## config.mk

```make
export PLATFORM = sky130hd
export DESIGN_NAME = inner_shuffle
export DESIGN_NICKNAME = d
export VERILOG_FILES = /design/src/hw/shuffle_pkg.sv /design/src/hw/inner_shuffle.sv /design/src/hw/skid_buffer.sv /design/src/hw/read_ctrl.sv /design/src/hw/write_ctrl.sv /design/src/hw/bank_array.sv /design/src/hw/bank_ram.sv
export SDC_FILE = /design/constraint.sdc
export NUM_CORES = 1
export LEC_CHECK = 0
export BUFFER_PORTS_ARGS = -buffer_cell sky130_fd_sc_hd__buf_2
export CAP_MARGIN = 20
export CORE_UTILIZATION = 63
export CTS_CLUSTER_DIAMETER = 50
export DETAILED_ROUTE_END_ITERATION = 10
export PLACE_DENSITY = 0.84
export SKIP_LAST_GASP = 1
export SYNTH_ARGS = -nofsm -noshare
export SYNTH_HDL_FRONTEND = slang
export SYNTH_SLANG_ARGS = --single-unit
```

## constraint.sdc

```tcl
create_clock -name clk -period 5 [get_ports clk]
set_input_delay 0.5 -clock clk [delete_from_list [all_inputs] [get_ports clk]]
set_output_delay 0.5 -clock clk [all_outputs]
set_load 0.01 [all_outputs]
```

## src/hw/shuffle_pkg.sv

```systemverilog
package shuffle_pkg;

	// ------------------------------------------------------------------------
	// Matrix and datapath sizes
	// ------------------------------------------------------------------------
	localparam int unsigned elem_bits = 8;	// Element width
	localparam int unsigned rows = 8;	// Input matrix rows
	localparam int unsigned cols = 6;	// Input matrix columns
	localparam int unsigned simd = 4;	// Elements per beat, also the bank count

	// Euclid, iterative form
	function automatic int unsigned gcd(input int unsigned a, input int unsigned b);
		int unsigned x;
		int unsigned y;
		int unsigned t;
		x = a;
		y = b;
		while (y != 0) begin
			t = x % y;
			x = y;
			y = t;
		end
		return x;
	endfunction

	localparam int unsigned page_beats = rows * cols / simd;	// Beats per matrix
	localparam int unsigned bank_depth = 2 * page_beats;	// Two pages per bank
	localparam int unsigned wr_rotations = gcd(cols, simd);	// Distinct write offsets
	localparam int unsigned wr_rot_period = cols / wr_rotations;	// Beats per offset
	localparam int unsigned rd_rot_period = rows / simd;	// Row blocks per column

	typedef logic [elem_bits-1:0] elem_t;
	typedef elem_t [simd-1:0] lane_vec_t;	// One beat
	typedef logic [$clog2(bank_depth)-1:0] bank_addr_t;
	typedef logic [$clog2(simd)-1:0] bank_sel_t;
	typedef bank_sel_t [simd-1:0] bank_sel_vec_t;	// Bank per lane
	typedef bank_addr_t [simd-1:0] bank_addr_vec_t;	// Address per bank

	// ------------------------------------------------------------------------
	// Constant read patterns
	// ------------------------------------------------------------------------
	// Bank of each lane for the first block of column 0
	function automatic bank_sel_vec_t calc_rd_init_pat();
		bank_sel_vec_t pat;
		for (int s = 0; s < simd; s++) begin
			pat[s] = bank_sel_t'((s * cols + (s * wr_rotations) / simd) % simd);
		end
		return pat;
	endfunction

	function automatic bank_sel_vec_t invert_pat(input bank_sel_vec_t pat);
		bank_sel_vec_t rev;
		rev = '0;
		for (int b = 0; b < simd; b++) begin
			for (int s = 0; s < simd; s++) begin
				if (pat[s] == bank_sel_t'(b)) begin
					rev[b] = bank_sel_t'(s);	// Lane served by bank b
				end
			end
		end
		return rev;
	endfunction

	// Lane index map taking pattern of column c to column c+1
	function automatic bank_sel_vec_t calc_rev_perm_pat(input bank_sel_vec_t pat,
		input bank_sel_vec_t rev);
		bank_sel_vec_t perm;
		for (int s = 0; s < simd; s++) begin
			perm[s] = rev[(int'(pat[s]) + 1) % simd];
		end
		return perm;
	endfunction

	// Word of row s, column 0 within a page
	function automatic bank_addr_vec_t calc_rd_addr_init();
		bank_addr_vec_t addr;
		for (int s = 0; s < simd; s++) begin
			addr[s] = bank_addr_t'((s * cols) / simd);
		end
		return addr;
	endfunction

	localparam bank_sel_vec_t rd_init_pat = calc_rd_init_pat();
	localparam bank_sel_vec_t rev_rd_init_pat = invert_pat(rd_init_pat);
	localparam bank_sel_vec_t rev_rd_perm_pat = calc_rev_perm_pat(rd_init_pat, rev_rd_init_pat);
	localparam bank_addr_vec_t rd_addr_init = calc_rd_addr_init();

endpackage
```

## src/hw/inner_shuffle.sv

```systemverilog
`timescale 1ns/100ps

module inner_shuffle import shuffle_pkg::*; (
	input  logic      clk,
	input  logic      rst,
	// Input stream, row-major
	input  lane_vec_t idat,
	input  logic      ivld,
	output logic      irdy,
	// Output stream, column by column
	output lane_vec_t odat,
	output logic      ovld,
	input  logic      ordy
);

	// Write side to bank array
	logic           wr_en;
	bank_addr_t     wr_addr;
	lane_vec_t      wr_data;
	// Page handshake between controllers
	logic [1:0]     page_full;
	logic           page_release;
	// Read side
	logic           rd_en;
	bank_addr_vec_t rd_addr;
	bank_sel_vec_t  rd_pat;
	lane_vec_t      rd_data;
	logic           rd_vld;
	logic           fill_ok;	// Registered ready from the skid buffer

	// ------------------------------------------------------------------------
	// Controllers
	// ------------------------------------------------------------------------
	write_ctrl write_ctrl_inst (
		.clk          (clk),
		.rst          (rst),
		.ivld         (ivld),
		.idat         (idat),
		.page_release (page_release),
		.irdy         (irdy),
		.wr_en        (wr_en),
		.wr_addr      (wr_addr),
		.wr_data      (wr_data),
		.page_full    (page_full)
	);

	read_ctrl read_ctrl_inst (
		.clk          (clk),
		.rst          (rst),
		.page_full    (page_full),
		.fill_ok      (fill_ok),
		.rd_en        (rd_en),
		.rd_addr      (rd_addr),
		.rd_pat       (rd_pat),
		.page_release (page_release)
	);

	// ------------------------------------------------------------------------
	// Storage and output stage
	// ------------------------------------------------------------------------
	bank_array bank_array_inst (
		.clk     (clk),
		.rst     (rst),
		.wr_en   (wr_en),
		.wr_addr (wr_addr),
		.wr_data (wr_data),
		.rd_en   (rd_en),
		.rd_addr (rd_addr),
		.rd_pat  (rd_pat),
		.fill_ok (fill_ok),
		.rd_data (rd_data),
		.rd_vld  (rd_vld)
	);

	skid_buffer skid_buffer_inst (
		.clk      (clk),
		.rst      (rst),
		.in_data  (rd_data),
		.in_vld   (rd_vld),
		.fill_ok  (fill_ok),
		.out_data (odat),
		.out_vld  (ovld),
		.out_rdy  (ordy)	// Only path from ordy, ends in registers
	);

endmodule

```

## src/hw/skid_buffer.sv

```systemverilog
`timescale 1ns/100ps

module skid_buffer import shuffle_pkg::*; (
	input  logic      clk,
	input  logic      rst,
	// Upstream, from the bank read stage
	input  lane_vec_t in_data,
	input  logic      in_vld,
	output logic      fill_ok,	// Registered, skid slot free
	// Downstream output stream
	output lane_vec_t out_data,
	output logic      out_vld,
	input  logic      out_rdy
);

	lane_vec_t skid_data;	// Beat caught while out_rdy was low
	logic push;
	logic load_main;	// Incoming beat goes straight to the output
	logic load_skid;	// Incoming beat parks in the skid slot
	logic unskid;	// Skid slot moves to the output

	assign push = in_vld && fill_ok;
	assign load_main = push && (!out_vld || out_rdy);
	assign load_skid = push && out_vld && !out_rdy;
	assign unskid = !fill_ok && out_rdy;	// Skid full implies out_vld

	// ------------------------------------------------------------------------
	// Control
	// ------------------------------------------------------------------------
	always_ff @(posedge clk) begin
		if (rst) begin
			out_vld <= 1'b0;
			fill_ok <= 1'b1;
		end else begin
			if (load_main) begin
				out_vld <= 1'b1;
			end else if (fill_ok && out_rdy) begin
				out_vld <= 1'b0;	// Drained with nothing behind it
			end
			if (load_skid) begin
				fill_ok <= 1'b0;
			end else if (unskid) begin
				fill_ok <= 1'b1;
			end
		end
	end

	// Data path
	always_ff @(posedge clk) begin
		if (load_main) begin
			out_data <= in_data;
		end else if (unskid) begin
			out_data <= skid_data;
		end
		if (load_skid) begin
			skid_data <= in_data;
		end
	end

	a_hold_out: assert property (
		@(posedge clk) disable iff (rst)
		(out_vld && !out_rdy) |=> (out_vld && $stable(out_data))
	) else $error("skid_buffer output changed under back-pressure");

endmodule

```

## src/hw/read_ctrl.sv

```systemverilog
`timescale 1ns/100ps

module read_ctrl import shuffle_pkg::*; (
	input  logic           clk,
	input  logic           rst,
	input  logic [1:0]     page_full,	// Pages ready to be read
	input  logic           fill_ok,	// Output side has room
	output logic           rd_en,
	output bank_addr_vec_t rd_addr,	// One address per bank
	output bank_sel_vec_t  rd_pat,	// Bank for each output lane
	output logic           page_release	// Last read of a page issued
);

	logic [$clog2(rd_rot_period+1)-1:0] blk_cnt;	// Row block, simd rows each
	logic [$clog2(cols)-1:0] col_cnt;	// Output column
	logic cur_page;	// Page being read
	logic blk_last;
	logic col_last;
	logic page_boundary;
	logic [simd-1:0] hor_inc;	// Row word steps when the column moves on
	bank_addr_t vert_inc;
	bank_addr_t col_dec;
	bank_addr_t next_base;	// Start of the page read next
	bank_sel_t col_ofs;	// Column modulo bank count
	bank_addr_vec_t lane_addr_q;	// Address of each row lane, last read
	bank_addr_vec_t lane_addr;	// Address of each row lane, this read
	bank_sel_vec_t pat_nxt;

	assign rd_en = page_full[cur_page] && fill_ok;
	assign blk_last = (blk_cnt == rd_rot_period - 1);
	assign col_last = (col_cnt == cols - 1);
	assign page_boundary = blk_last && col_last;
	assign page_release = rd_en && page_boundary;

	// ------------------------------------------------------------------------
	// Output loop, columns outer and row blocks inner
	// ------------------------------------------------------------------------
	always_ff @(posedge clk) begin
		if (rst) begin
			blk_cnt <= '0;
			col_cnt <= '0;
			cur_page <= 1'b0;
		end else if (rd_en) begin
			blk_cnt <= blk_last ? '0 : blk_cnt + 1'b1;
			if (blk_last) begin
				col_cnt <= col_last ? '0 : col_cnt + 1'b1;
			end
			if (page_boundary) begin
				cur_page <= !cur_page;
			end
		end
	end

	// ------------------------------------------------------------------------
	// Address generation
	// ------------------------------------------------------------------------
	// Next block is cols words further down, a new column rewinds to block 0
	assign vert_inc = (blk_cnt != 0) ? bank_addr_t'(cols) : '0;
	assign col_dec = (blk_cnt == 0 && col_cnt != 0) ?
		bank_addr_t'((rd_rot_period - 1) * cols) : '0;
	assign next_base = cur_page ? '0 : bank_addr_t'(page_beats);

	always_comb begin
		for (int s = 0; s < simd; s++) begin
			// Row s crosses a word boundary when (s*cols + col) hits a multiple of simd
			hor_inc[s] = (blk_cnt == 0) && (col_cnt != 0) &&
				(((col_cnt + s * (cols % simd)) % simd) == 0);
			lane_addr[s] = lane_addr_q[s] + bank_addr_t'(hor_inc[s]) + vert_inc - col_dec;
		end
	end

	always_ff @(posedge clk) begin
		if (rst) begin
			lane_addr_q <= rd_addr_init;	// Page 0
		end else if (rd_en) begin
			if (page_boundary) begin
				for (int s = 0; s < simd; s++) begin
					lane_addr_q[s] <= rd_addr_init[s] + next_base;
				end
			end else begin
				lane_addr_q <= lane_addr;
			end
		end
	end

	// Crossbar, bank b serves the lane whose pattern entry is b
	assign col_ofs = bank_sel_t'(col_cnt % simd);

	always_comb begin
		for (int b = 0; b < simd; b++) begin
			rd_addr[b] = lane_addr[rev_rd_init_pat[(simd + b - int'(col_ofs)) % simd]];
		end
	end

	// ------------------------------------------------------------------------
	// Read pattern, one step per column
	// ------------------------------------------------------------------------
	always_comb begin
		for (int s = 0; s < simd; s++) begin
			pat_nxt[s] = rd_pat[rev_rd_perm_pat[s]];
		end
	end

	always_ff @(posedge clk) begin
		if (rst) begin
			rd_pat <= rd_init_pat;
		end else if (rd_en) begin
			if (page_boundary) begin
				rd_pat <= rd_init_pat;	// Restart for the next matrix
			end else if (blk_last) begin
				rd_pat <= pat_nxt;	// Every rd_rot_period reads
			end
		end
	end

endmodule

```

## src/hw/write_ctrl.sv

```systemverilog
`timescale 1ns/100ps

module write_ctrl import shuffle_pkg::*; (
	input  logic       clk,
	input  logic       rst,
	// Input stream
	input  logic       ivld,
	input  lane_vec_t  idat,
	output logic       irdy,
	// Oldest full page has been read out
	input  logic       page_release,
	// Bank write port
	output logic       wr_en,
	output bank_addr_t wr_addr,
	output lane_vec_t  wr_data,
	output logic [1:0] page_full	// One flag per page
);

	logic [$clog2(wr_rot_period+1)-1:0] rep_cnt;	// Beats at the current offset
	logic [$clog2(wr_rotations+1)-1:0]  rot_cnt;	// Current lane offset
	logic rotate;	// Last beat before the offset moves
	logic wr_page;	// Page being filled
	logic page_end;	// Last word of either page
	logic rel_page;	// Page freed by the next release

	assign irdy = ~&page_full;	// Stall only with both pages waiting
	assign wr_en = ivld && irdy;
	assign wr_page = (wr_addr >= bank_addr_t'(page_beats));
	assign page_end = (wr_addr == bank_addr_t'(page_beats - 1)) ||
		(wr_addr == bank_addr_t'(bank_depth - 1));
	assign rotate = (rep_cnt == wr_rot_period - 1);

	// ------------------------------------------------------------------------
	// Write address and lane rotation
	// ------------------------------------------------------------------------
	always_ff @(posedge clk) begin
		if (rst) begin
			wr_addr <= '0;
			rep_cnt <= '0;
			rot_cnt <= '0;
		end else if (wr_en) begin
			wr_addr <= (wr_addr == bank_addr_t'(bank_depth - 1)) ? '0 : wr_addr + 1'b1;
			rep_cnt <= rotate ? '0 : rep_cnt + 1'b1;
			if (rotate) begin
				// Offset cycles through gcd(cols, simd) values
				rot_cnt <= (rot_cnt == wr_rotations - 1) ? '0 : rot_cnt + 1'b1;
			end
		end
	end

	// Bank b takes the lane rot_cnt places to its left
	always_comb begin
		for (int b = 0; b < simd; b++) begin
			wr_data[b] = idat[(simd + b - int'(rot_cnt)) % simd];
		end
	end

	// ------------------------------------------------------------------------
	// Page flags
	// ------------------------------------------------------------------------
	always_ff @(posedge clk) begin
		if (rst) begin
			page_full <= 2'b00;
			rel_page <= 1'b0;
		end else begin
			if (page_release) begin
				page_full[rel_page] <= 1'b0;	// Pages are released in fill order
				rel_page <= !rel_page;
			end
			if (wr_en && page_end) begin
				page_full[wr_page] <= 1'b1;
			end
		end
	end

	// No overwrite of a page the reader still owns
	a_no_write_full: assert property (
		@(posedge clk) disable iff (rst)
		wr_en |-> !page_full[wr_page]
	) else $error("write_ctrl wrote into a full page");

endmodule

```

## src/hw/bank_array.sv

```systemverilog
`timescale 1ns/100ps

module bank_array import shuffle_pkg::*; (
	input  logic           clk,
	input  logic           rst,
	// Write side with lanes already rotated onto banks
	input  logic           wr_en,
	input  bank_addr_t     wr_addr,
	input  lane_vec_t      wr_data,
	// Read request with per-bank addresses and the lane pattern
	input  logic           rd_en,
	input  bank_addr_vec_t rd_addr,
	input  bank_sel_vec_t  rd_pat,
	input  logic           fill_ok,	// Downstream can take a beat
	// Read stage output with lanes back in row order
	output lane_vec_t      rd_data,
	output logic           rd_vld
);

	logic          stage_en;	// Issue a read into the stage
	lane_vec_t     bank_q;	// Registered word of each bank
	bank_sel_vec_t pat_q;	// Pattern that goes with bank_q

	assign stage_en = rd_en && fill_ok;

	// ------------------------------------------------------------------------
	// Memory banks
	// ------------------------------------------------------------------------
	for (genvar b = 0; b < simd; b++) begin : g_bank
		bank_ram bank_ram_inst (
			.clk     (clk),
			.rst     (rst),
			.wr_en   (wr_en),
			.wr_addr (wr_addr),	// Same word address in every bank
			.wr_data (wr_data[b]),
			.rd_en   (stage_en),
			.rd_addr (rd_addr[b]),
			.rd_data (bank_q[b])
		);
	end

	// Pattern travels one cycle with the read
	always_ff @(posedge clk) begin
		if (stage_en) begin
			pat_q <= rd_pat;
		end
	end

	// Stage valid holds while downstream is full
	always_ff @(posedge clk) begin
		if (rst) begin
			rd_vld <= 1'b0;
		end else if (fill_ok) begin
			rd_vld <= rd_en;	// Drops when the stage drains without a new read
		end
	end

	// Lane s picks the bank that the pattern names
	always_comb begin
		for (int s = 0; s < simd; s++) begin
			rd_data[s] = bank_q[pat_q[s]];
		end
	end

endmodule

```

## src/hw/bank_ram.sv

```systemverilog
`timescale 1ns/100ps

module bank_ram import shuffle_pkg::*; (
	input  logic       clk,
	input  logic       rst,
	// Write port, one word per accepted input beat
	input  logic       wr_en,
	input  bank_addr_t wr_addr,
	input  elem_t      wr_data,
	// Read port
	input  logic       rd_en,	// Low holds rd_data
	input  bank_addr_t rd_addr,
	output elem_t      rd_data
);

	// ------------------------------------------------------------------------
	// Storage, page 0 in the lower half and page 1 in the upper half
	// ------------------------------------------------------------------------
	elem_t mem [bank_depth];

	always_ff @(posedge clk) begin
		if (wr_en) begin
			mem[wr_addr] <= wr_data;
		end
	end

	// Registered read; value stays put while the pipeline is stalled
	always_ff @(posedge clk) begin
		if (rd_en) begin
			rd_data <= mem[rd_addr];	// Old data on a same-address write
		end
	end

	// ------------------------------------------------------------------------
	// Checks
	// ------------------------------------------------------------------------
	// Write counter must wrap at the end of page 1
	a_wr_addr_range: assert property (
		@(posedge clk) disable iff (rst)
		wr_en |-> (wr_addr < bank_addr_t'(bank_depth))
	) else $error("bank_ram write beyond bank_depth, addr %0d", wr_addr);

	// Read side is only steered into valid words too
	a_rd_addr_range: assert property (
		@(posedge clk) disable iff (rst)
		rd_en |-> (rd_addr < bank_addr_t'(bank_depth))
	) else $error("bank_ram read beyond bank_depth, addr %0d", rd_addr);

endmodule

```

==> flow_summary.yaml, run 1 <==
placement:
  dp_hpwl_um: 56270
  pre_cts_slack_ns: -0.07985
  dpl_cell_area_um2: 40000
  routabilityCongestion: 0.9178
  portBuffers: 69
  dp_cells: 2968
worst_setup_path:
  reg2regPathDepth: 13
  path_class: "flip-flop to flip-flop"
  setup.worst_path.start: "read_ctrl_inst.blk_cnt[1]"
  cp_top_family: "compound AO/OA/AOI/OAI gates"
  reg2reg_slack_ns: 0.12
  crit_buf_inv: 1
  crit_path_cell_trace: "nor2_1 -> o21ai_1 -> buf_4 -> ha_1 -> o21a_1 -> or2_2 -> ha_1 -> xor2_1 -> mux4_2 -> and2_2 -> a22oi_1 -> a21oi_1 -> o31ai_1"
  crit_path_frequent_cell: "ha_1"
  worst_setup_path_end_kind: "flip-flop"
  timing.rr.end: "bank_array_inst.g_bank[2].bank_ram_inst.rd_data[5]"
  critPathRequiredTime_ns: 5.37
  startpoint_type: "flip-flop"
  cp.depth: 13
  path_max_fanout: 16
  r2r-start: "read_ctrl_inst.blk_cnt[1]"
  worstPathArrival_ns: 5.25
  slowest_stage: "mux4_2"
  cpPeakStageDelay_ns: 0.74
hold_path:
  hp-start: "ordy"
  hold_end: "skid_buffer_inst.out_vld"
  hp-class: "primary input to flip-flop"
  worstHoldPathCells: 4
floorplan:
  start_util_pct: 63.89
  core_um2: 60470
  dieArea_um2: 62320
  die_width_um: 249.6
  fp.dieH_um: 249.6
  io-pin-count: 70
  row_count: 90
route:
  vias_per_cell: 6.898
  drc: 0
  drt_iter0_markers: 2985
  wl_per_cell_um: 29.69
  detail_route.first_pass.iterations: 6
  wirelength_um: 93460
  ant_nets: 0
  vias: 21714
final_layout:
  area_growth_syn_to_layout_pct: 11.76
  layout-drive-gt1-share_pct: 23.23
  fillers: 3425
  final_cells: 3148
  nets: 2354
  fin_area_um2: 43180
sta:
  fin_crit_sh_pct: 97.65
  slew_viol_final: 0
  period_minus_slack_ns: 4.883
  worst_slew_pin_slew_ns: 1.145
  hold_viol_final: 0
  worst_slack_ns: 0.1175
  slew_headroom_pct: 23.57
  max_freq_mhz: 204.8
  rsz0062_at_grt: "false"
  finalSetupViolations: 0
  finClkSkew_ns: 0.02205
cts:
  htree_levels: 3
  clock_latency_ns: 0.65
  cts-root-buf: "clkbuf_16"
  postCtsSetupBuffers: 0
  hold_buffers: 0
  clock_sinks: 921
  cts_tree: "yes"
  clockBufferDepth: 3
  numCtsBuffers: 95
  clk_pin_slew_ns: 0.06
power_and_ir_drop:
  p_per_area_nw_per_um2: 368.7
  p_total_mw: 15.92
  peakVddDrop_mv: 0.2955
  p_leak_nw: 14.21
yosys:
  ys_warn_count: 0
  yosysMostFrequentCell: "edfxtp_1"
  ys_seq_elements: 921
  yosys.area.top_type: "edfxtp_1"
  syn_area_um2: 38640
  synthArstFlopShare_pct: 0
  syn-num-nets: 2239
  synthCells: 2169
  ys.flop_type: "edfxtp_1"
  synth_area_per_cell_um2: 17.81
  synth_area_leaders: "edfxtp_1 (68%), mux2i_1 (7.9%), mux4_2 (6.5%)"
  synth_cell_types: 56
  synth_seq_area_share_pct: 70.31
  synth_edf_count: 872
  synth_top_area_share_pct: 67.77
  ys_top_cells_by_count: "edfxtp_1 (872), mux2i_1 (306), mux2_2 (113)"
grt:
  grt_pass1_vias: 21379
  gr-usage-all-layers_pct: 30.17
  grt-ovfl-total: 0
  grt_start_max_net_pins: 81
  grt_pass1_wl_um: 137200
  antenna_found_initial: 6
job:
  cap_viol_max_count: 0
run_status:
  status: "completed"
[worst reg2reg max path: stages, from the launching register on]
cell     delay, ns
dfxtp_1       0.66
nor2_1        0.13
o21ai_1       0.31
buf_4         0.25
ha_1          0.25
o21a_1        0.12
or2_2         0.30
ha_1          0.22
xor2_1        0.22
mux4_2        0.74
and2_2        0.47
a22oi_1       0.27
a21oi_1       0.10
o31ai_1       0.59
[cell type report]
| type | count | area [µm²] | area share (%) |
|---|---|---|---|
| sequential | 921 | 27170 | 62.92 |
| multi-input combinational | 1114 | 10900 | 25.25 |
| clock buffer | 117 | 2575 | 5.963 |
| tap | 782 | 978.4 | 2.266 |
| timing repair buffer | 128 | 895.9 | 2.075 |
| clock inverter | 59 | 564.3 | 1.307 |
| inverter | 24 | 90.09 | 0.2086 |
| antenna | 3 | 7.507 | 0.01739 |
[how the worst max path moves through the flow]
stage | slack [ns] | endpoint
after floorplan | 0.50 | bank_array_inst.g_bank[0].bank_ram_inst.rd_data[5]
after global placement | -0.37 | bank_array_inst.g_bank[2].bank_ram_inst.rd_data[5]
after detailed placement | -0.08 | bank_array_inst.g_bank[2].bank_ram_inst.rd_data[5]
after CTS | 0.06 | bank_array_inst.g_bank[2].bank_ram_inst.rd_data[5]
after global routing | 0.004 | bank_array_inst.g_bank[2].bank_ram_inst.rd_data[5]
final | 0.12 | bank_array_inst.g_bank[2].bank_ram_inst.rd_data[5]
[state kept, by name (all words and copies together), names as in the netlist]
signal                                        count
write_ctrl_inst.rel_page                          1
skid_buffer_inst.fill_ok                          1
read_ctrl_inst.blk_cnt                            2
write_ctrl_inst.wr_addr                           5
bank_array_inst.pat_q                             8
write_ctrl_inst.rep_cnt                           2
read_ctrl_inst.cur_page                           1
read_ctrl_inst.rd_pat                             8
skid_buffer_inst.out_data                        32
skid_buffer_inst.skid_data                       32
bank_array_inst.g_bank.bank_ram_inst.mem        768
write_ctrl_inst.page_full                         2
read_ctrl_inst.lane_addr_q                       20
skid_buffer_inst.out_vld                          1
write_ctrl_inst.rot_cnt                           2
bank_array_inst.rd_vld                            1
read_ctrl_inst.col_cnt                            3
bank_array_inst.g_bank.bank_ram_inst.rd_data     32
[cells by family after synthesis]
group | after synthesis | share of synthesized area, %
AOI/OAI and AO/OA | 293 | 5.444
xor gates and xnor gates | 30 | 0.6800
adders and majority gates | 34 | 1.101
buffers and inverters | 134 | 2.030
DFF | 921 | 70.31
muxes | 531 | 17.76
and+or+nand+nor | 226 | 2.675
[layout by cell type, fill, tap and decap left out, types with 14 or more instances in the layout]
cell	netlist	final
a21boi_0	15	15
a21oi_1	41	39
a221oi_1	14	14
a22o_1	16	16
a22oi_1	69	69
buf_2	21	69
buf_4	22	51
clkbuf_1	35	15
clkbuf_16	0	99
clkinv_1	0	17
clkinv_2	0	16
dfxtp_1	49	48
edfxtp_1	872	872
ha_1	34	34
inv_1	20	19
mux2_2	113	113
mux2i_1	306	306
mux4_2	111	111
nand2_1	58	58
nand3_1	24	24
nor2_1	87	63
nor2_4	0	23
o211ai_1	20	20
o21ai_0	22	21
o21bai_1	14	14
o22ai_1	21	21
o31ai_1	18	18
xnor2_1	14	14
xor2_1	16	16
[report_power, final]
group / internal, mW / switching, mW
Sequential: 8.51 / 0.0149
Combinational: 0.0640 / 0.229
Clock: 4.11 / 3.00
Total: 12.7 / 3.24
[metrics by stage]
stage | util [%] | setup TNS, ns | hold WS, ns
floorplan | - | 0 | 0.4296
global placement | 66.10 | -3.245 | 0.4428
detailed placement | 66.15 | -0.09636 | 0.4549
CTS | 71.34 | 0 | 0.1648
global route | 71.41 | 0 | 0.1995
finish | 71.41 | 0 | 0.1851
[layer usage]
layer | track usage [%] | share of wire [%]
met1 | 42.15 | 38
met2 | 46.72 | 47
met3 | 6.143 | 11
met4 | 12.96 | 4.1
met5 | 0 | 0
[timing repair]
action                                  4_1_cts  5_1_grt
gates cloned                                  0        0
pin swaps                                     0        0
resized for setup                             1        4
endpoints found under the setup margin        7        9
No activity file was read; power rests on OpenSTA's default activity.
==> inputs of run 2 (changes only) <==
--- a/config.mk
+++ b/config.mk
@@ -7,10 +7,10 @@
 export LEC_CHECK = 0
 export BUFFER_PORTS_ARGS = -buffer_cell sky130_fd_sc_hd__buf_2
 export CAP_MARGIN = 20
-export CORE_UTILIZATION = 63
+export CORE_UTILIZATION = 65
 export CTS_CLUSTER_DIAMETER = 50
 export DETAILED_ROUTE_END_ITERATION = 10
-export PLACE_DENSITY = 0.84
+export PLACE_DENSITY = 0.86
 export SKIP_LAST_GASP = 1
 export SYNTH_ARGS = -nofsm -noshare
 export SYNTH_HDL_FRONTEND = slang
==> constraint.sdc (replaced) <==
create_clock -name clk -period 6.27 [get_ports clk]
set_input_delay 0.627 -clock clk [delete_from_list [all_inputs] [get_ports clk]]
set_output_delay 0.627 -clock clk [all_outputs]
set_load 0.01 [all_outputs]
==> run 2 against run 1 <==
Compared with the run above: wire length is 1.2% higher; first-iteration DRC count is 8.8% lower; non-clock buffer count is 10 lower; register-to-register slack better by 0.78 ns; combinational power is 19% lower; die area is 3.1% lower; global-route usage is 1.5 points higher; critical endpoint is now bank_array_inst.g_bank[3].bank_ram_inst.rd_data[6].
==> flow_summary.yaml, run 2 (synthesized netlist as in run 1, its figures left out) <==
run_status:
  status: "completed"
final_layout:
  area_growth_syn_to_layout_pct: 11.37
  insertedDiodeCount: 0
  layout-drive-gt1-share_pct: 22.99
  regMostFlops: "bank_array_inst.g_bank.bank_ram_inst.mem"
  nets: 2343
  multiInputGateArea_um2: 10900
  largest_reg_flops: 768
  fillers: 3228
  seqCellArea_um2: 27170
  final_cell_mix: "edfxtp_1 (872), mux2i_1 (306), mux2_2 (113)"
  mostFrequentLayoutCell: "edfxtp_1"
floorplan:
  row_count: 89
  start_util_pct: 65.59
  die_width_um: 245.8
  io-pin-count: 70
  fp.dieH_um: 245.8
  dieArea_um2: 60420
  core_um2: 58910
route:
  drt_iter0_markers: 2722
  wl_per_cell_um: 30.30
  wl_met2_um: 43800
  drc: 0
  route.met3.wl_um: 12440
  vias: 21719
  wirelength_um: 94610
  ant_nets: 0
  drt-met1-wl_um: 33480
  detail_route.first_pass.iterations: 6
  top_layer: "met5"
  vias_per_cell: 6.957
power_and_ir_drop:
  combPwrFrac_pct: 1.9
  switching_power_mw: 2.599
  seqPwrFrac_pct: 53.6
  p_int_mw: 10.08
  swShare_pct: 20.51
  peakVddDrop_mv: 0.2500
  clkPwrFrac_pct: 44.5
  p_leak_nw: 14.13
  p_per_area_nw_per_um2: 294.6
sta:
  worst_slew_pin_slew_ns: 1.144
  fin_crit_sh_pct: 85.69
  slew_viol_final: 0
  finClkSkew_ns: 0.03667
  hold_viol_final: 0
  worst_slack_ns: 0.8974
  max_freq_mhz: 186.1
  setup-tns-final_ns: 0
  period_minus_slack_ns: 5.373
  slew_headroom_pct: 23.72
  finalSetupViolations: 0
  rsz0062_at_grt: "false"
  whs_ns: 0.2893
placement:
  pre_cts_slack_ns: 1.082
  portBuffers: 69
  dp_hpwl_um: 54040
  routabilityCongestion: 0.9491
worst_setup_path:
  reg2reg_slack_ns: 0.90
  slowest_stage: "dfxtp_1"
  crit_path_cell_trace: "inv_1 -> ha_1 -> inv_1 -> o21ai_0 -> buf_4 -> ha_1 -> o21a_1 -> or2_2 -> ha_1 -> mux4_2 -> buf_4 -> mux2_2 -> o211a_1 -> o31ai_1 -> o22ai_1"
  crit_path_frequent_cell: "ha_1"
  setup.worst_path.start: "read_ctrl_inst.col_cnt[1]"
  worstPathArrival_ns: 5.70
  path_class: "flip-flop to flip-flop"
  worst_setup_path_end_kind: "flip-flop"
  path_max_fanout: 28
  critPathRequiredTime_ns: 6.60
  r2r-start: "read_ctrl_inst.col_cnt[1]"
  reg2regPathDepth: 15
  cpPeakStageDelay_ns: 0.69
  startpoint_type: "flip-flop"
  timing.rr.end: "bank_array_inst.g_bank[3].bank_ram_inst.rd_data[6]"
hold_path:
  worstHoldPathCells: 3
  hold_end: "skid_buffer_inst.fill_ok"
  hp-start: "ordy"
  hp-class: "primary input to flip-flop"
grt:
  grt_pass1_vias: 21684
  grt_pass1_wl_um: 137900
  grt-ovfl-total: 0
  grt_start_max_net_pins: 81
  gr-usage-all-layers_pct: 31.71
  antenna_found_initial: 2
cts:
  clk_pin_slew_ns: 0.06
  hold_buffers: 0
  cts_tree: "yes"
  clockBufferDepth: 3
  clock_sinks: 921
  postCtsSetupBuffers: 0
  clock_latency_ns: 0.66
  numCtsBuffers: 94
  cts-root-buf: "clkbuf_16"
  htree_levels: 3
  cts-resized-gates: 0
job:
  cap_viol_max_count: 0
==> run 2: cell count changes in the layout (fill, tap and decap cells not counted), sizes merged <==
cell      previous run  this run
inv                 36        31
clkinv              36        40
buf                128       118
diode                3         0
clkbuf             117       110
clkinvlp             3         7
==> run 2: cell type report <==
class / instances / share of cell area [%]
multi-input cells: 1114 / 25.32
repair buffers: 118 / 1.820
clock inverters: 62 / 1.393
flip-flops and latches: 921 / 63.13
well taps: 773 / 2.248
inverters: 24 / 0.2094
clock buffers: 110 / 5.873
==> run 2: power groups by stage <==
stage	Clock [mW]	Sequential [mW]	Combinational [mW]
finish	5.64	6.80	0.237
global placement	0	6.92	0.210
floorplan	0	6.92	0.120
global route	5.88	6.80	0.250
CTS	5.64	6.80	0.228
detailed placement	0	6.93	0.224
==> run 2: worst max-delay path: cells and delay by family, from the launching register on <==
family,cells,cell delay (ns)
adders and majority gates,3,1.03
DFF,1,0.69
and+or+nand+nor,1,0.29
AOI/OAI and AO/OA,5,1.04
muxes,2,0.97
buffers and inverters,4,1.03
==> run 2: stage by stage <==
step	cell area (µm²)	cells	utilization [%]	total power, mW
floorplan	38640	2169	-	7.041
global placement	39860	2948	67.66	7.135
detailed placement	39860	2948	67.66	7.152
CTS	42980	3120	72.97	12.66
global route	43030	3122	73.05	12.93
finish	43030	3122	73.05	12.68
==> run 2: worst max-delay path by stage <==
| stage | endpoint | slack [ns] | cells past startpoint |
|---|---|---|---|
| finish | bank_array_inst.g_bank[3].bank_ram_inst.rd_data[6] | 0.90 | 15 |
| floorplan | bank_array_inst.g_bank[0].bank_ram_inst.rd_data[5] | 1.77 | 17 |
| global route | bank_array_inst.g_bank[3].bank_ram_inst.rd_data[5] | 0.60 | 16 |
| detailed placement | bank_array_inst.g_bank[3].bank_ram_inst.rd_data[3] | 1.08 | 17 |
| CTS | bank_array_inst.g_bank[3].bank_ram_inst.rd_data[6] | 0.97 | 15 |
| global placement | bank_array_inst.g_bank[2].bank_ram_inst.rd_data[4] | 1.18 | 16 |
==> run 2: metal layers <==
layer / up-vias / track usage, %
li1: 8947 / -
met1: 10826 / 41.93
met2: 1629 / 48.78
met3: 315 / 8.261
met4: 2 / 16.68
met5: - / 0
